--- src/lrsc_pkg.sv ---
package lrsc_pkg;

    // Default bus widths
    localparam int ADDR_WIDTH = 32;
    localparam int DATA_WIDTH = 32;
    localparam int ID_WIDTH   = 2;
    localparam int STRB_WIDTH = DATA_WIDTH / 8;
    localparam int LEN_WIDTH  = 8;

    // AXI response codes
    localparam logic [1:0] RESP_OKAY   = 2'b00;
    localparam logic [1:0] RESP_EXOKAY = 2'b01;
    localparam logic [1:0] RESP_SLVERR = 2'b10;

    // One response word, read as the raw code or as its two flag bits
    typedef union packed {
        logic [1:0] raw;
        struct packed {
            logic err;
            logic exok;
        } bits;
    } axi_resp_u;

    // True when the address lies inside the closed window
    function automatic logic in_excl_window(
        input logic [63:0] addr,
        input logic [63:0] win_begin,
        input logic [63:0] win_end
    );
        return (addr >= win_begin) && (addr <= win_end);
    endfunction

endpackage

--- src/lrsc_res_slot.sv ---
`timescale 1ns/100ps

module lrsc_res_slot #(
    parameter int ADDR_WIDTH = lrsc_pkg::ADDR_WIDTH,
    parameter int ID_WIDTH   = lrsc_pkg::ID_WIDTH,
    parameter int SLOT_ID    = 0
) (
    input  logic                  clk_i,
    input  logic                  rst_ni,
    input  logic                  set_i,
    input  logic [ADDR_WIDTH-1:0] set_addr_i,
    input  logic [ID_WIDTH-1:0]   set_id_i,
    input  logic                  clr_i,
    input  logic [ADDR_WIDTH-1:0] clr_addr_i,
    input  logic [ADDR_WIDTH-1:0] chk_addr_i,
    output logic                  hit_o
);

    logic                  valid_q;
    logic [ADDR_WIDTH-1:0] addr_q;
    logic                  set_own;

    // Only a set carrying this slot's ID loads it
    assign set_own = set_i && (set_id_i == ID_WIDTH'(SLOT_ID));

    always_ff @(posedge clk_i or negedge rst_ni) begin
        if (!rst_ni) begin
            valid_q <= 1'b0;
        end else if (set_own) begin
            valid_q <= 1'b1;
        end else if (clr_i && (clr_addr_i == addr_q)) begin
            valid_q <= 1'b0;
        end
    end

    always_ff @(posedge clk_i) begin
        if (set_own) begin
            addr_q <= set_addr_i;
        end
    end

    assign hit_o = valid_q && (addr_q == chk_addr_i);

endmodule

--- src/lrsc_read_ctrl.sv ---
`timescale 1ns/100ps

module lrsc_read_ctrl #(
    parameter logic [63:0] EXCL_BEGIN = 64'h0000_1000,
    parameter logic [63:0] EXCL_END   = 64'h0000_1fff,
    parameter int          ADDR_WIDTH = lrsc_pkg::ADDR_WIDTH,
    parameter int          DATA_WIDTH = lrsc_pkg::DATA_WIDTH,
    parameter int          ID_WIDTH   = lrsc_pkg::ID_WIDTH
) (
    input  logic                           clk_i,
    input  logic                           rst_ni,
    input  logic [ADDR_WIDTH-1:0]          slv_ar_addr_i,
    input  logic [ID_WIDTH-1:0]            slv_ar_id_i,
    input  logic [lrsc_pkg::LEN_WIDTH-1:0] slv_ar_len_i,
    input  logic                           slv_ar_lock_i,
    input  logic                           slv_ar_valid_i,
    output logic                           slv_ar_ready_o,
    output logic [ADDR_WIDTH-1:0]          mst_ar_addr_o,
    output logic [ID_WIDTH-1:0]            mst_ar_id_o,
    output logic [lrsc_pkg::LEN_WIDTH-1:0] mst_ar_len_o,
    output logic                           mst_ar_valid_o,
    input  logic                           mst_ar_ready_i,
    input  logic [DATA_WIDTH-1:0]          mst_r_data_i,
    input  logic [1:0]                     mst_r_resp_i,
    input  logic                           mst_r_last_i,
    input  logic [ID_WIDTH-1:0]            mst_r_id_i,
    input  logic                           mst_r_valid_i,
    output logic                           mst_r_ready_o,
    output logic [DATA_WIDTH-1:0]          slv_r_data_o,
    output logic [1:0]                     slv_r_resp_o,
    output logic                           slv_r_last_o,
    output logic [ID_WIDTH-1:0]            slv_r_id_o,
    output logic                           slv_r_valid_o,
    input  logic                           slv_r_ready_i,
    output logic                           res_set_o,
    output logic [ADDR_WIDTH-1:0]          res_addr_o,
    output logic [ID_WIDTH-1:0]            res_id_o
);

    localparam logic [1:0] R_IDLE    = 2'd0;
    localparam logic [1:0] R_WAIT_AR = 2'd1;
    localparam logic [1:0] R_WAIT_R  = 2'd2;

    logic [1:0]          state_d, state_q;
    logic                excl_d, excl_q;
    logic                ar_excl;
    lrsc_pkg::axi_resp_u r_resp;

    // Locked, single beat and inside the window
    assign ar_excl = slv_ar_lock_i && (slv_ar_len_i == '0) &&
                     lrsc_pkg::in_excl_window(64'(slv_ar_addr_i), EXCL_BEGIN, EXCL_END);

    assign mst_ar_addr_o = slv_ar_addr_i;
    assign mst_ar_id_o   = slv_ar_id_i;
    assign mst_ar_len_o  = slv_ar_len_i;
    assign slv_r_data_o  = mst_r_data_i;
    assign slv_r_last_o  = mst_r_last_i;
    assign slv_r_id_o    = mst_r_id_i;
    assign res_addr_o    = slv_ar_addr_i;
    assign res_id_o      = slv_ar_id_i;

    // Errors pass unchanged, other responses report the exclusive outcome
    always_comb begin
        r_resp.raw = mst_r_resp_i;
        if (!r_resp.bits.err) begin
            r_resp.bits.exok = excl_q;
        end
    end
    assign slv_r_resp_o = r_resp.raw;

    always_comb begin
        state_d        = state_q;
        excl_d         = excl_q;
        mst_ar_valid_o = 1'b0;
        slv_ar_ready_o = 1'b0;
        mst_r_ready_o  = 1'b0;
        slv_r_valid_o  = 1'b0;
        res_set_o      = 1'b0;
        case (state_q)
            R_IDLE: begin
                if (slv_ar_valid_i) begin
                    mst_ar_valid_o = 1'b1;
                    slv_ar_ready_o = mst_ar_ready_i;
                    excl_d         = ar_excl;
                    if (mst_ar_ready_i) begin
                        res_set_o = ar_excl;
                        state_d   = R_WAIT_R;
                    end else begin
                        state_d = R_WAIT_AR;
                    end
                end
            end
            R_WAIT_AR: begin
                mst_ar_valid_o = slv_ar_valid_i;
                slv_ar_ready_o = slv_ar_valid_i && mst_ar_ready_i;
                if (slv_ar_valid_i && mst_ar_ready_i) begin
                    res_set_o = excl_q;
                    state_d   = R_WAIT_R;
                end
            end
            R_WAIT_R: begin
                mst_r_ready_o = slv_r_ready_i;
                slv_r_valid_o = mst_r_valid_i;
                if (mst_r_valid_i && slv_r_ready_i && mst_r_last_i) begin
                    excl_d  = 1'b0;
                    state_d = R_IDLE;
                end
            end
            default: begin
                state_d = R_IDLE;
            end
        endcase
    end

    always_ff @(posedge clk_i or negedge rst_ni) begin
        if (!rst_ni) begin
            state_q <= R_IDLE;
            excl_q  <= 1'b0;
        end else begin
            state_q <= state_d;
            excl_q  <= excl_d;
        end
    end

endmodule

--- src/lrsc_write_ctrl.sv ---
`timescale 1ns/100ps

module lrsc_write_ctrl #(
    parameter logic [63:0] EXCL_BEGIN = 64'h0000_1000,
    parameter logic [63:0] EXCL_END   = 64'h0000_1fff,
    parameter int          ADDR_WIDTH = lrsc_pkg::ADDR_WIDTH,
    parameter int          DATA_WIDTH = lrsc_pkg::DATA_WIDTH,
    parameter int          ID_WIDTH   = lrsc_pkg::ID_WIDTH,
    localparam int         STRB_WIDTH = DATA_WIDTH / 8
) (
    input  logic                           clk_i,
    input  logic                           rst_ni,
    input  logic [ADDR_WIDTH-1:0]          slv_aw_addr_i,
    input  logic [ID_WIDTH-1:0]            slv_aw_id_i,
    input  logic [lrsc_pkg::LEN_WIDTH-1:0] slv_aw_len_i,
    input  logic                           slv_aw_lock_i,
    input  logic                           slv_aw_valid_i,
    output logic                           slv_aw_ready_o,
    output logic [ADDR_WIDTH-1:0]          mst_aw_addr_o,
    output logic [ID_WIDTH-1:0]            mst_aw_id_o,
    output logic [lrsc_pkg::LEN_WIDTH-1:0] mst_aw_len_o,
    output logic                           mst_aw_valid_o,
    input  logic                           mst_aw_ready_i,
    input  logic [DATA_WIDTH-1:0]          slv_w_data_i,
    input  logic [STRB_WIDTH-1:0]          slv_w_strb_i,
    input  logic                           slv_w_last_i,
    input  logic                           slv_w_valid_i,
    output logic                           slv_w_ready_o,
    output logic [DATA_WIDTH-1:0]          mst_w_data_o,
    output logic [STRB_WIDTH-1:0]          mst_w_strb_o,
    output logic                           mst_w_last_o,
    output logic                           mst_w_valid_o,
    input  logic                           mst_w_ready_i,
    input  logic [1:0]                     mst_b_resp_i,
    input  logic [ID_WIDTH-1:0]            mst_b_id_i,
    input  logic                           mst_b_valid_i,
    output logic                           mst_b_ready_o,
    output logic [1:0]                     slv_b_resp_o,
    output logic [ID_WIDTH-1:0]            slv_b_id_o,
    output logic                           slv_b_valid_o,
    input  logic                           slv_b_ready_i,
    input  logic [2**ID_WIDTH-1:0]         hit_i,
    output logic [ADDR_WIDTH-1:0]          chk_addr_o,
    output logic                           clr_o,
    output logic [ADDR_WIDTH-1:0]          clr_addr_o
);

    localparam logic [2:0] W_IDLE    = 3'd0;
    localparam logic [2:0] W_FORWARD = 3'd1;
    localparam logic [2:0] W_BYPASS  = 3'd2;
    localparam logic [2:0] W_DROP    = 3'd3;
    localparam logic [2:0] W_FWD_B   = 3'd4;
    localparam logic [2:0] W_INJ_B   = 3'd5;

    logic [2:0]            state_d, state_q;
    logic                  excl_d, excl_q;
    logic [ADDR_WIDTH-1:0] addr_q;
    logic [ID_WIDTH-1:0]   id_q;
    logic                  aw_in_win;
    logic                  aw_excl;
    logic                  w_last_hs;
    lrsc_pkg::axi_resp_u   b_resp;

    assign aw_in_win = lrsc_pkg::in_excl_window(64'(slv_aw_addr_i), EXCL_BEGIN, EXCL_END);
    assign aw_excl   = slv_aw_lock_i && (slv_aw_len_i == '0);
    assign w_last_hs = slv_w_valid_i && mst_w_ready_i && slv_w_last_i;

    assign mst_aw_addr_o = slv_aw_addr_i;
    assign mst_aw_id_o   = slv_aw_id_i;
    assign mst_aw_len_o  = slv_aw_len_i;
    assign mst_w_data_o  = slv_w_data_i;
    assign mst_w_strb_o  = slv_w_strb_i;
    assign mst_w_last_o  = slv_w_last_i;
    assign chk_addr_o    = slv_aw_addr_i;
    assign clr_addr_o    = addr_q;

    // Keep the error bit, the low bit tells whether the exclusive write succeeded
    always_comb begin
        b_resp.raw = mst_b_resp_i;
        if (!b_resp.bits.err) begin
            b_resp.bits.exok = excl_q;
        end
    end

    always_comb begin
        state_d        = state_q;
        excl_d         = excl_q;
        mst_aw_valid_o = 1'b0;
        slv_aw_ready_o = 1'b0;
        mst_w_valid_o  = 1'b0;
        slv_w_ready_o  = 1'b0;
        mst_b_ready_o  = 1'b0;
        slv_b_valid_o  = 1'b0;
        slv_b_resp_o   = lrsc_pkg::RESP_OKAY;
        slv_b_id_o     = id_q;
        clr_o          = 1'b0;
        case (state_q)
            W_IDLE: begin
                if (slv_aw_valid_i) begin
                    if (aw_in_win && aw_excl && !hit_i[slv_aw_id_i]) begin
                        // No matching reservation, accept and drop the write
                        slv_aw_ready_o = 1'b1;
                        state_d        = W_DROP;
                    end else begin
                        mst_aw_valid_o = 1'b1;
                        slv_aw_ready_o = mst_aw_ready_i;
                        if (mst_aw_ready_i) begin
                            excl_d  = aw_in_win && aw_excl;
                            state_d = aw_in_win ? W_FORWARD : W_BYPASS;
                        end
                    end
                end
            end
            W_FORWARD, W_BYPASS: begin
                mst_w_valid_o = slv_w_valid_i;
                slv_w_ready_o = mst_w_ready_i;
                if (w_last_hs) begin
                    // Window writes kill every reservation on this address
                    clr_o   = (state_q == W_FORWARD);
                    state_d = W_FWD_B;
                end
            end
            W_DROP: begin
                slv_w_ready_o = 1'b1;
                if (slv_w_valid_i && slv_w_last_i) begin
                    state_d = W_INJ_B;
                end
            end
            W_FWD_B: begin
                mst_b_ready_o = slv_b_ready_i;
                slv_b_valid_o = mst_b_valid_i;
                slv_b_resp_o  = b_resp.raw;
                slv_b_id_o    = mst_b_id_i;
                if (mst_b_valid_i && slv_b_ready_i) begin
                    excl_d  = 1'b0;
                    state_d = W_IDLE;
                end
            end
            W_INJ_B: begin
                slv_b_valid_o = 1'b1;
                if (slv_b_ready_i) begin
                    state_d = W_IDLE;
                end
            end
            default: begin
                state_d = W_IDLE;
            end
        endcase
    end

    always_ff @(posedge clk_i or negedge rst_ni) begin
        if (!rst_ni) begin
            state_q <= W_IDLE;
            excl_q  <= 1'b0;
        end else begin
            state_q <= state_d;
            excl_q  <= excl_d;
        end
    end

    // AW address and id for the clear and the injected response
    always_ff @(posedge clk_i) begin
        if (slv_aw_valid_i && slv_aw_ready_o) begin
            addr_q <= slv_aw_addr_i;
            id_q   <= slv_aw_id_i;
        end
    end

endmodule

--- src/lrsc_adapter.sv ---
`timescale 1ns/100ps

module lrsc_adapter #(
    parameter logic [63:0] EXCL_BEGIN = 64'h0000_1000,
    parameter logic [63:0] EXCL_END   = 64'h0000_1fff,
    parameter int          ADDR_WIDTH = lrsc_pkg::ADDR_WIDTH,
    parameter int          DATA_WIDTH = lrsc_pkg::DATA_WIDTH,
    parameter int          ID_WIDTH   = lrsc_pkg::ID_WIDTH,
    localparam int         STRB_WIDTH = DATA_WIDTH / 8
) (
    input  logic                           clk_i,
    input  logic                           rst_ni,
    // Upstream side
    input  logic [ADDR_WIDTH-1:0]          slv_ar_addr_i,
    input  logic [ID_WIDTH-1:0]            slv_ar_id_i,
    input  logic [lrsc_pkg::LEN_WIDTH-1:0] slv_ar_len_i,
    input  logic                           slv_ar_lock_i,
    input  logic                           slv_ar_valid_i,
    output logic                           slv_ar_ready_o,
    output logic [DATA_WIDTH-1:0]          slv_r_data_o,
    output logic [1:0]                     slv_r_resp_o,
    output logic                           slv_r_last_o,
    output logic [ID_WIDTH-1:0]            slv_r_id_o,
    output logic                           slv_r_valid_o,
    input  logic                           slv_r_ready_i,
    input  logic [ADDR_WIDTH-1:0]          slv_aw_addr_i,
    input  logic [ID_WIDTH-1:0]            slv_aw_id_i,
    input  logic [lrsc_pkg::LEN_WIDTH-1:0] slv_aw_len_i,
    input  logic                           slv_aw_lock_i,
    input  logic                           slv_aw_valid_i,
    output logic                           slv_aw_ready_o,
    input  logic [DATA_WIDTH-1:0]          slv_w_data_i,
    input  logic [STRB_WIDTH-1:0]          slv_w_strb_i,
    input  logic                           slv_w_last_i,
    input  logic                           slv_w_valid_i,
    output logic                           slv_w_ready_o,
    output logic [1:0]                     slv_b_resp_o,
    output logic [ID_WIDTH-1:0]            slv_b_id_o,
    output logic                           slv_b_valid_o,
    input  logic                           slv_b_ready_i,
    // Downstream side
    output logic [ADDR_WIDTH-1:0]          mst_ar_addr_o,
    output logic [ID_WIDTH-1:0]            mst_ar_id_o,
    output logic [lrsc_pkg::LEN_WIDTH-1:0] mst_ar_len_o,
    output logic                           mst_ar_valid_o,
    input  logic                           mst_ar_ready_i,
    input  logic [DATA_WIDTH-1:0]          mst_r_data_i,
    input  logic [1:0]                     mst_r_resp_i,
    input  logic                           mst_r_last_i,
    input  logic [ID_WIDTH-1:0]            mst_r_id_i,
    input  logic                           mst_r_valid_i,
    output logic                           mst_r_ready_o,
    output logic [ADDR_WIDTH-1:0]          mst_aw_addr_o,
    output logic [ID_WIDTH-1:0]            mst_aw_id_o,
    output logic [lrsc_pkg::LEN_WIDTH-1:0] mst_aw_len_o,
    output logic                           mst_aw_valid_o,
    input  logic                           mst_aw_ready_i,
    output logic [DATA_WIDTH-1:0]          mst_w_data_o,
    output logic [STRB_WIDTH-1:0]          mst_w_strb_o,
    output logic                           mst_w_last_o,
    output logic                           mst_w_valid_o,
    input  logic                           mst_w_ready_i,
    input  logic [1:0]                     mst_b_resp_i,
    input  logic [ID_WIDTH-1:0]            mst_b_id_i,
    input  logic                           mst_b_valid_i,
    output logic                           mst_b_ready_o
);

    localparam int N_SLOTS = 2 ** ID_WIDTH;

    logic                  res_set;
    logic [ADDR_WIDTH-1:0] res_addr;
    logic [ID_WIDTH-1:0]   res_id;
    logic                  clr;
    logic [ADDR_WIDTH-1:0] clr_addr;
    logic [ADDR_WIDTH-1:0] chk_addr;
    logic [N_SLOTS-1:0]    hit;

    // Channel ports share their names with the top level
    lrsc_read_ctrl #(
        .EXCL_BEGIN (EXCL_BEGIN),
        .EXCL_END   (EXCL_END),
        .ADDR_WIDTH (ADDR_WIDTH),
        .DATA_WIDTH (DATA_WIDTH),
        .ID_WIDTH   (ID_WIDTH)
    ) u_read_ctrl (
        .*,
        .res_set_o  (res_set),
        .res_addr_o (res_addr),
        .res_id_o   (res_id)
    );

    lrsc_write_ctrl #(
        .EXCL_BEGIN (EXCL_BEGIN),
        .EXCL_END   (EXCL_END),
        .ADDR_WIDTH (ADDR_WIDTH),
        .DATA_WIDTH (DATA_WIDTH),
        .ID_WIDTH   (ID_WIDTH)
    ) u_write_ctrl (
        .*,
        .hit_i      (hit),
        .chk_addr_o (chk_addr),
        .clr_o      (clr),
        .clr_addr_o (clr_addr)
    );

    // One reservation slot per transaction ID
    for (genvar i = 0; i < N_SLOTS; i++) begin : g_slot
        lrsc_res_slot #(
            .ADDR_WIDTH (ADDR_WIDTH),
            .ID_WIDTH   (ID_WIDTH),
            .SLOT_ID    (i)
        ) u_slot (
            .clk_i      (clk_i),
            .rst_ni     (rst_ni),
            .set_i      (res_set),
            .set_addr_i (res_addr),
            .set_id_i   (res_id),
            .clr_i      (clr),
            .clr_addr_i (clr_addr),
            .chk_addr_i (chk_addr),
            .hit_o      (hit[i])
        );
    end

endmodule

--- config.mk ---
export PLATFORM = sky130hd
export DESIGN_NAME = lrsc_adapter
export DESIGN_NICKNAME = d
export VERILOG_FILES = /design/src/lrsc_pkg.sv /design/src/lrsc_res_slot.sv /design/src/lrsc_read_ctrl.sv /design/src/lrsc_write_ctrl.sv /design/src/lrsc_adapter.sv
export SDC_FILE = /design/constraint.sdc
export NUM_CORES = 1
export LEC_CHECK = 0
export ABC_CLOCK_PERIOD_IN_PS = 7900
export CAP_MARGIN = 20
export CORE_MARGIN = 2
export CORE_UTILIZATION = 50
export DETAILED_ROUTE_END_ITERATION = 12
export DONT_BUFFER_PORTS = 1
export PLACE_DENSITY_LB_ADDON = 0.12
export SKIP_CTS_REPAIR_TIMING = 1
export SLEW_MARGIN = 10
export SYNTH_ARGS = -nofsm -noshare
export SYNTH_HDL_FRONTEND = slang
export SYNTH_SLANG_ARGS = --single-unit
--- constraint.sdc ---
create_clock -name clk_i -period 7.9 [get_ports clk_i]
set_clock_uncertainty 0.1 [all_clocks]
set_input_delay 0.395 -clock clk_i [delete_from_list [all_inputs] [get_ports clk_i]]
set_output_delay 0.395 -clock clk_i [all_outputs]
set_load 0.005 [all_outputs]
==> impl_metrics.env, run 1 <==
export IMPL_nFillCells=1718
export IMPL_total_power_mw=2.21
export IMPL_drv_slew=0
export IMPL_syn_area_mm2=0.00998
export IMPL_yosysSeqAreaShare_pct=51.5
export IMPL_relSlewSlack_pct=50.5
export IMPL_clk_pin_slew_ns=0.07
export IMPL_ios=348
export IMPL_start_util_pct=51.1
export IMPL_initialDrtViolationCount=636
export IMPL_place_area_mm2=0.00903
export IMPL_ys_warn_count=0
export IMPL_final_nets=897
export IMPL_clock_sinks=173
export IMPL_routed_wirelength_mm=34.0
export IMPL_grt_setup_unrepaired="no"
export IMPL_cp_end_kind="output pin"
export IMPL_synth_flop_cell="edfxtp_1"
export IMPL_critical_path_max_fanout=6
export IMPL_clock_root_buffer="clkbuf_16"
export IMPL_dp_cells=898
export IMPL_grt_max_degree=35
export IMPL_fp_row_count=51
export IMPL_gp_congestion=0.948
export IMPL_start_kind="flop"
export IMPL_multiInputGateArea_mm2=0.00348
export IMPL_port_buffers=0
export IMPL_clk_latency_ns=0.44
export IMPL_syn_inst=813
export IMPL_setup_viol=0
export IMPL_clockBufferDepth=2
export IMPL_grt_pass1_vias=5774
export IMPL_drive_gt1_share_pct=7.36
export IMPL_viasPerCell=6.02
export IMPL_outcome="completed"
export IMPL_dieArea_mm2=0.0211
export IMPL_crit_arrival_ns=2.80
export IMPL_grt_remaining_overflow=0
export IMPL_ys_seq_elements=173
export IMPL_htreeDepth=4
export IMPL_path_class="flop to output pin"
export IMPL_fmax_ghz=0.303
export IMPL_drc_errors=0
export IMPL_final_instance_count_excl_fill=1003
export IMPL_core_mm2=0.0195
export IMPL_via_count=6042
export IMPL_syn_area_per_cell_um2=12.3
export IMPL_cts_buffers=17
export IMPL_async_flop_share_pct=6.36
export IMPL_hpwlAfterDp_mm=25.7
export IMPL_first_pass_iters=5
export IMPL_finalHoldViolations=0
export IMPL_antenna_found_initial=2
export IMPL_die_x_um=145
export IMPL_cts_tree="built"
export IMPL_wire_per_inst_um=33.9
export IMPL_grt_pass1_wl_mm=45.3
export IMPL_power_leakage_nw=3.41
export IMPL_ir_drop_mv=0.141
export IMPL_finalInstanceArea_mm2=0.0104
export IMPL_area_growth_pct=3.80
export IMPL_syn_nets=989
export IMPL_fin_crit_sh_pct=41.7
export IMPL_powerDensity_mw_per_mm2=214
export IMPL_synth_edf_count=162
export IMPL_register_area_mm2=0.00514
export IMPL_grt_usage_pct=30.6
export IMPL_synth_cell_types=50
export IMPL_maxCapViolations=0
export IMPL_worst_pin_slew_ns=0.733
export IMPL_cp_required_ns=7.40
export IMPL_fin_hold_ws_ns=0.0277
export IMPL_ant_nets=0
export IMPL_period_needed_ns=3.30
export IMPL_min_path_type="input pin to flop"
export IMPL_die_h_um=145
export IMPL_tns_ns=0
==> sequential cells by signal (all words and copies together) (netlist names) <==
signal                   cells
u_read_ctrl.state_q          2
g_slot.u_slot.valid_q        4
u_write_ctrl.id_q            2
u_read_ctrl.excl_q           1
u_write_ctrl.state_q         3
g_slot.u_slot.addr_q       128
u_write_ctrl.excl_q          1
u_write_ctrl.clr_addr_o     32
==> routing by layer <==
metal	share of wire, %	vias to the layer above	GRT usage (%)
li1	-	2526	-
met1	37	3014	37.0
met2	49	467	50.5
met3	13	35	13.9
met4	1.7	0	6.96
met5	0	-	0
==> synthesized netlist by cell type (all sizes together), types with 2 or more instances <==
master   number  area, um2
clkbuf        8       31.3
o2bb2ai       3       26.3
nor3         11       65.1
buf         177       1330
inv          11       41.3
nor4         55        380
a21oi        10       53.8
o211ai        2       20.0
nor4b         5       43.8
mux2i         2       20.0
dfrtp        11        275
nand4        31        194
xor2        159       1390
a21o          2       15.0
nor3b         2       15.0
nand2        12       45.0
nor2b         2       12.5
nand3         9       50.1
edfxtp      162       4860
nand4b        2       17.5
xnor2        94        823
and3          3       18.8
nor2         15       56.3
mux2          3       33.8
a31oi         2       12.5
o21ai         6       30.0
and2          2       13.8
==> cell usage in the layout, fill, tap and decap left out, types with 2 or more instances in the layout <==
cell type | synthesis | final
a21o_1 | 2 | 2
a21oi_1 | 9 | 8
a31oi_1 | 2 | 2
and3_1 | 3 | 3
buf_4 | 162 | 5
bufinv_16 | 0 | 4
clkbuf_16 | 0 | 17
clkinv_1 | 0 | 2
clkinv_4 | 0 | 3
dfrtp_1 | 11 | 11
diode_2 | 0 | 4
dlygate4sd3_1 | 0 | 69
edfxtp_1 | 162 | 162
inv_1 | 11 | 11
inv_6 | 0 | 4
mux2_2 | 3 | 3
mux2i_1 | 2 | 2
nand2_1 | 12 | 12
nand3_1 | 8 | 8
nand4_1 | 31 | 31
nand4b_1 | 2 | 2
nor2_1 | 15 | 13
nor2_4 | 0 | 2
nor2b_1 | 2 | 2
nor3_1 | 9 | 7
nor3_2 | 2 | 4
nor3b_1 | 2 | 2
nor4_1 | 52 | 52
nor4_4 | 2 | 2
nor4b_1 | 5 | 5
o21ai_0 | 5 | 5
o2bb2ai_1 | 3 | 3
xnor2_1 | 94 | 94
xor2_1 | 159 | 159
==> through the flow <==
stage,setup WS [ns],util (%)
detailed placement,4.88,46.2
floorplan,4.00,-
CTS,4.54,49.5
global placement,4.87,46.2
finish,4.60,53.1
global route,4.45,53.0
==> power breakdown <==
group	switching, mW	leakage, nW	internal [mW]
clock	0.377	0.306	0.535
combinational	0.130	1.50	0.0981
sequential	0.0435	1.61	1.03
total	0.550	3.41	1.66
==> logic make-up (layout without fill, tap and decap cells) <==
group,after synthesis,count (layout),share of synthesized area (%)
DFF,173,173,51.5
buffers and inverters,196,117,14.0
AOI/OAI and AO/OA,33,33,2.31
other,0,4,0
and+or+nand+nor,153,153,9.44
muxes,5,5,0.539
xor gates and xnor gates,253,253,22.2
==> worst max-delay path, cell delays in order, from the launching register on <==
cell and delay, ns:
edfxtp_1 0.44, xnor2_1 0.23, o221ai_1 0.16, nor4b_1 0.64
a31oi_1 0.30, a21oi_2 0.39, and2b_1 0.21
==> worst paths after layout <==
path | start | endpoint | slack [ns] | depth (start not counted)
setup / recovery | g_slot[0].u_slot.addr_q[29]$_DFFE_PP_ | mst_aw_valid_o | 4.60 | 6
hold / removal | slv_ar_valid_i | u_read_ctrl.state_q[0]$_DFFE_PN0P_ | 0.03 | 2
setup reg to reg | g_slot[0].u_slot.addr_q[29]$_DFFE_PP_ | u_write_ctrl.clr_addr_o[22]$_DFFE_PP_ | 4.91 | 7
hold reg to reg | g_slot[0].u_slot.valid_q$_DFFE_PN0P_ | g_slot[0].u_slot.valid_q$_DFFE_PN0P_ | 0.40 | 1
max in group asynchronous | rst_ni | g_slot[0].u_slot.valid_q$_DFFE_PN0P_ | 6.97 | 1
min in group asynchronous | rst_ni | u_read_ctrl.excl_q$_DFFE_PN0P_ | 0.31 | 1
==> final cells by class <==
| class | instances | share of cell area [%] |
|---|---|---|
| Timing Repair Buffer | 74 | 7.03 |
| Clock buffer | 17 | 4.11 |
| Inverter | 11 | 0.398 |
| Tap cell | 265 | 3.20 |
| Antenna cell | 4 | 0.0966 |
| Sequential cell | 173 | 49.6 |
| Clock inverter | 15 | 2.00 |
| Multi-Input combinational cell | 444 | 33.6 |
Power figures use the tool's default switching activity.
==> run 2: changes to the inputs <==
- ABC_CLOCK_PERIOD_IN_PS: 7900 -> 3100
- clock period: 7.9 -> 3.1 ns (I/O delays scaled with it)
==> run 2 against run 1 <==
  * The run now ends with hold timing left
  * Combinational power grew to 2.6 times the previous value
  * Non-clock buffer count rose by 11
  * Total power increased by 150%
  * Wire length rose by 4.6%
  * Global-route usage rose by 1.2 points
  * Die area unchanged
  * First-iteration DRC count up 24%
  * Via count rose by 3.0%
  * Core utilization rose by 0.31 points
  * Sequential share of layout area shrank 0.29 points
  * Register-to-register slack lost 4.5 ns
  * Clock power grew 130%
  * Critical path type unchanged
  * Largest power group unchanged
  * Highest routed layer is now met5
==> impl_metrics.env, run 2 (synthesis results as in run 1) <==
export IMPL_start_util_pct=51.1
export IMPL_gp_congestion=0.958
export IMPL_cp_required_ns=2.84
export IMPL_clock_sinks=173
export IMPL_path_cells="xor2_1 -> nor4_2 -> nand4_1 -> nor3_2 -> a311oi_2 -> a21oi_2 -> buf_4 -> and2b_1"
export IMPL_fin_hold_ws_ns=-0.0120
export IMPL_viasPerCell=6.15
export IMPL_fp_row_count=51
export IMPL_cts_buffers=17
export IMPL_finalHoldViolations=2
export IMPL_port_buffers=0
export IMPL_slowest_stage="nor4_2"
export IMPL_first_pass_iters=5
export IMPL_clk_pin_slew_ns=0.07
export IMPL_outcome="finished, violations left"
export IMPL_min_path_type="input pin to flop"
export IMPL_setup_viol=0
export IMPL_largest_reg_flops=128
export IMPL_core_mm2=0.0195
export IMPL_ir_drop_mv=0.344
export IMPL_worst_pin_slew_ns=0.623
export IMPL_via_count=6226
export IMPL_total_power_mw=5.45
export IMPL_grt_usage_pct=31.8
export IMPL_die_x_um=145
export IMPL_drive_gt1_share_pct=8.19
export IMPL_cts_tree="built"
export IMPL_initialDrtViolationCount=787
export IMPL_powerDensity_mw_per_mm2=522
export IMPL_relSlewSlack_pct=58.1
export IMPL_wire_per_inst_um=35.1
export IMPL_crit_arrival_ns=2.71
export IMPL_drv_slew=0
export IMPL_final_common_cell="edfxtp_1"
export IMPL_power_leakage_nw=3.43
export IMPL_clock_root_buffer="clkbuf_16"
export IMPL_regMostFlops="g_slot.u_slot.addr_q"
export IMPL_clockBufferDepth=2
export IMPL_hpwlAfterDp_mm=27.0
export IMPL_start_kind="flop"
export IMPL_fmax_ghz=0.337
export IMPL_die_h_um=145
export IMPL_dieArea_mm2=0.0211
export IMPL_area_growth_pct=4.41
export IMPL_clk_latency_ns=0.43
export IMPL_period_needed_ns=2.96
export IMPL_violations="hold timing"
export IMPL_layout_common_cells="162 x edfxtp_1, 159 x xor2_1, 94 x xnor2_1"
export IMPL_ios=348
export IMPL_path_class="flop to output pin"
export IMPL_cp_end_kind="output pin"
export IMPL_finalCoreUtilization_pct=53.4
export IMPL_grt_pass1_vias=5880
export IMPL_critical_path_buf_inv_count=1
export IMPL_nFillCells=1686
export IMPL_antenna_found_initial=3
export IMPL_routed_wirelength_mm=35.6
export IMPL_drc_errors=0
export IMPL_final_nets=908
export IMPL_maxCapViolations=0
export IMPL_slowest_delay_ns=0.57
export IMPL_grt_max_degree=34
export IMPL_fin_crit_sh_pct=95.6
export IMPL_ant_nets=0
export IMPL_grt_pass1_wl_mm=46.8
export IMPL_grt_remaining_overflow=0
export IMPL_critPathTopFamily="simple AND/OR/NAND/NOR gates"
export IMPL_htreeDepth=4
export IMPL_critical_path_max_fanout=5
run 2: cell count changes in the layout (fill, tap and decap cells not counted), sizes merged:
cell         change
dlygate4sd3      +6
clkinvlp         +2
clkbuf           +1
bufinv           -3
diode            -1
buf              +5
run 2: routing by layer:
metal  share of wire (%)  wire length, um  track usage (%)
met1                  38            13300             38.4
met2                  46            16300             50.3
met3                  13             4710             15.2
met4                 3.5             1240             10.9
met5               0.031               11                0
run 2: through the flow:
step	setup TNS (ns)	instances	area, um2	setup WS [ns]
final	0	1013	10400	0.135
after global placement	0	903	9090	0.194
after CTS	-0.197	935	9650	-0.114
after floorplan	-52.00	813	9990	-0.796
after global routing	-0.00228	1010	10400	-0.00228
after detailed placement	0	903	9090	0.208
run 2: report_power, final:
| part | internal [mW] | total, mW | switching [mW] |
|---|---|---|---|
| logic | 0.258 | 0.592 | 0.334 |
| registers | 2.63 | 2.75 | 0.116 |
| clock network | 1.12 | 2.11 | 0.986 |
run 2: worst paths after layout:
path | start | cells after the start | slack, ns | end
min in group asynchronous | rst_ni | 1 | 0.07 | u_write_ctrl.state_q[0]$_DFFE_PN0P_
hold / removal | mst_b_valid_i | 3 | -0.01 | u_write_ctrl.excl_q$_DFFE_PN0P_
hold reg to reg | g_slot[0].u_slot.valid_q$_DFFE_PN0P_ | 1 | 0.39 | g_slot[0].u_slot.valid_q$_DFFE_PN0P_
max in group asynchronous | rst_ni | 1 | 2.43 | u_write_ctrl.state_q[2]$_DFFE_PN0P_
setup reg to reg | g_slot[3].u_slot.addr_q[30]$_DFFE_PP_ | 8 | 0.45 | u_write_ctrl.clr_addr_o[22]$_DFFE_PP_
setup / recovery | g_slot[3].u_slot.addr_q[30]$_DFFE_PP_ | 8 | 0.14 | mst_aw_valid_o
run 2: layout make-up:
type	count	area [um2]	share of cell area, %
Inverter	11	41.3	0.396
Sequential cell	173	5140	49.3
Clock inverter	14	133	1.27
Tap cell	265	332	3.18
Multi-Input combinational cell	444	3490	33.5
Clock buffer	18	429	4.12
Antenna cell	3	7.51	0.0720
Timing Repair Buffer	85	851	8.16
run 2: worst register-to-register path, stage by stage (launching register included):
cell and delay [ns]:
edfxtp_1 0.43, xor2_1 0.19, nor4_2 0.57, nand4_1 0.19
nor3_2 0.22, a311oi_2 0.09, a21oi_2 0.25, a21oi_4 0.09
buf_4 0.24
==> run 3: changes to the inputs <==
- CELL_PAD_IN_SITES_DETAIL_PLACEMENT: unset -> 0
- CELL_PAD_IN_SITES_GLOBAL_PLACEMENT: unset -> 1
==> run 3 against run 2 <==
  * The flow still finishes with violations (hold timing)
  * Maximum frequency down 3.1%
  * Sequential share of layout area hardly changed
  * First-iteration DRC count shrank 0.64%
  * Non-clock buffer count down 1
  * Highest routed layer is now met4
==> impl_metrics.env, run 3 (synthesis results as in run 1) <==
export IMPL_first_pass_iters=5
export IMPL_gp_congestion=0.950
export IMPL_clock_sinks=173
export IMPL_routed_wirelength_mm=34.1
export IMPL_fin_crit_sh_pct=98.7
export IMPL_hpwlAfterDp_mm=25.7
export IMPL_dieArea_mm2=0.0211
export IMPL_drc_errors=0
export IMPL_initialDrtViolationCount=782
export IMPL_r2r_end="g_slot[1].u_slot.valid_q$_DFFE_PN0P_"
export IMPL_setup_slack_ns=0.0399
export IMPL_via_count=6067
export IMPL_period_needed_ns=3.06
export IMPL_min_path_type="input pin to flop"
export IMPL_fp_row_count=51
export IMPL_outcome="finished, violations left"
export IMPL_grt_max_degree=34
export IMPL_clk_latency_ns=0.43
export IMPL_final_nets=907
export IMPL_slowest_stage="nor4_1"
export IMPL_slowest_delay_ns=0.70
export IMPL_ios=348
export IMPL_power_leakage_nw=3.43
export IMPL_start_kind="flop"
export IMPL_antenna_found_initial=0
export IMPL_relSlewSlack_pct=48.5
export IMPL_cts_tree="built"
export IMPL_fin_hold_ws_ns=-0.0236
export IMPL_grt_setup_unrepaired="no"
export IMPL_final_common_cell="edfxtp_1"
export IMPL_critical_path_max_fanout=5
export IMPL_cp_required_ns=2.84
export IMPL_path_cells="xor2_1 -> nor4_1 -> nand4_1 -> nor3_2 -> a311oi_2 -> a21oi_2 -> buf_4 -> and2b_1"
export IMPL_grt_usage_pct=30.5
export IMPL_port_buffers=0
export IMPL_cts_buffers=17
export IMPL_grt_pass1_wl_mm=45.1
export IMPL_die_h_um=145
export IMPL_r2r_slack_ns=0.21
export IMPL_dp_slack_ns=0.334
export IMPL_start_util_pct=51.1
export IMPL_reg2regPathDepth=7
export IMPL_clockBufferDepth=2
export IMPL_setup_viol=0
export IMPL_startpoint="g_slot[3].u_slot.addr_q[27]$_DFFE_PP_"
export IMPL_path_class="flop to output pin"
export IMPL_core_mm2=0.0195
export IMPL_viasPerCell=6.02
export IMPL_drv_slew=0
export IMPL_area_growth_pct=4.50
export IMPL_drive_gt1_share_pct=7.68
export IMPL_ir_drop_mv=0.384
export IMPL_worst_pin_slew_ns=0.765
export IMPL_cp_end_kind="output pin"
export IMPL_grt_pass1_vias=5876
export IMPL_clock_root_buffer="clkbuf_16"
export IMPL_wire_per_inst_um=33.8
export IMPL_maxCapViolations=0
export IMPL_crit_arrival_ns=2.81
export IMPL_r2r_start="u_write_ctrl.clr_addr_o[12]$_DFFE_PP_"
export IMPL_powerDensity_mw_per_mm2=518
export IMPL_violations="hold timing"
export IMPL_largest_reg_flops=128
export IMPL_min_from="slv_aw_addr_i[29]"
export IMPL_die_x_um=145
export IMPL_min_path_cells=4
export IMPL_regMostFlops="g_slot.u_slot.addr_q"
export IMPL_finalHoldViolations=1
export IMPL_fmax_ghz=0.327
export IMPL_ant_nets=0
export IMPL_layout_common_cells="162 x edfxtp_1, 159 x xor2_1, 94 x xnor2_1"
export IMPL_htreeDepth=4
export IMPL_clk_pin_slew_ns=0.06
export IMPL_whs_endpoint="u_write_ctrl.state_q[1]$_DFFE_PN0P_"
export IMPL_grt_remaining_overflow=0
run 3: worst max path at each step:
| stage | slack [ns] | end | cells after the start |
|---|---|---|---|
| after floorplan | -0.80 | g_slot[0].u_slot.addr_q[0]$_DFFE_PP_ | 5 |
| after global placement | 0.34 | u_write_ctrl.clr_addr_o[22]$_DFFE_PP_ | 8 |
| after detailed placement | 0.33 | u_write_ctrl.clr_addr_o[8]$_DFFE_PP_ | 8 |
| after CTS | -0.001 | mst_aw_valid_o | 8 |
| after global routing | 0.01 | mst_aw_valid_o | 8 |
| final | 0.04 | mst_aw_valid_o | 8 |
run 3: metal layers:
| layer | global-route usage (%) | part of all wire [%] | vias up |
|---|---|---|---|
| met2 | 49.8 | 48 | 445 |
| met3 | 13.0 | 11 | 52 |
| met5 | 0 | 0 | - |
| li1 | - | - | 2534 |
| met1 | 36.4 | 37 | 3036 |
| met4 | 10.5 | 2.8 | 0 |
run 3: layout make-up:
cell class                 count  area, um2
antenna                        1       2.50
clock buffer                  18        429
clock inverter                12        123
fill                        1698       9090
inverter                      11       41.3
multi-input combinational    444       3500
sequential                   173       5140
tap                          265        332
timing repair buffer          84        868
run 3: per-stage QoR:
| stage | power [mW] | area [um2] | util, % | cells | setup TNS, ns |
|---|---|---|---|---|---|
| final | 5.40 | 10400 | 53.4 | 1008 | 0 |
| after global routing | 5.56 | 10400 | 53.4 | 1007 | 0 |
| after CTS | 5.29 | 9660 | 49.5 | 932 | -0.00144 |
| after detailed placement | 3.26 | 9110 | 46.6 | 902 | 0 |
| after global placement | 3.27 | 9110 | 46.6 | 902 | 0 |
| after floorplan | 3.29 | 9990 | - | 813 | -52.00 |
run 3: power by group:
group          switching [mW]  leakage (nW)  internal (mW)
clock                   0.900         0.265           1.17
combinational           0.329          1.55          0.257
sequential              0.114          1.61           2.63
total                    1.34          3.43           4.06
run 3: critical path, delay by kind of cell (launching register included):
kind | cells | cell delay, ns
and+or+nand+nor | 4 | 1.26
DFF | 1 | 0.43
AOI/OAI and AO/OA | 2 | 0.31
xor gates and xnor gates | 1 | 0.19
buffers and inverters | 1 | 0.18
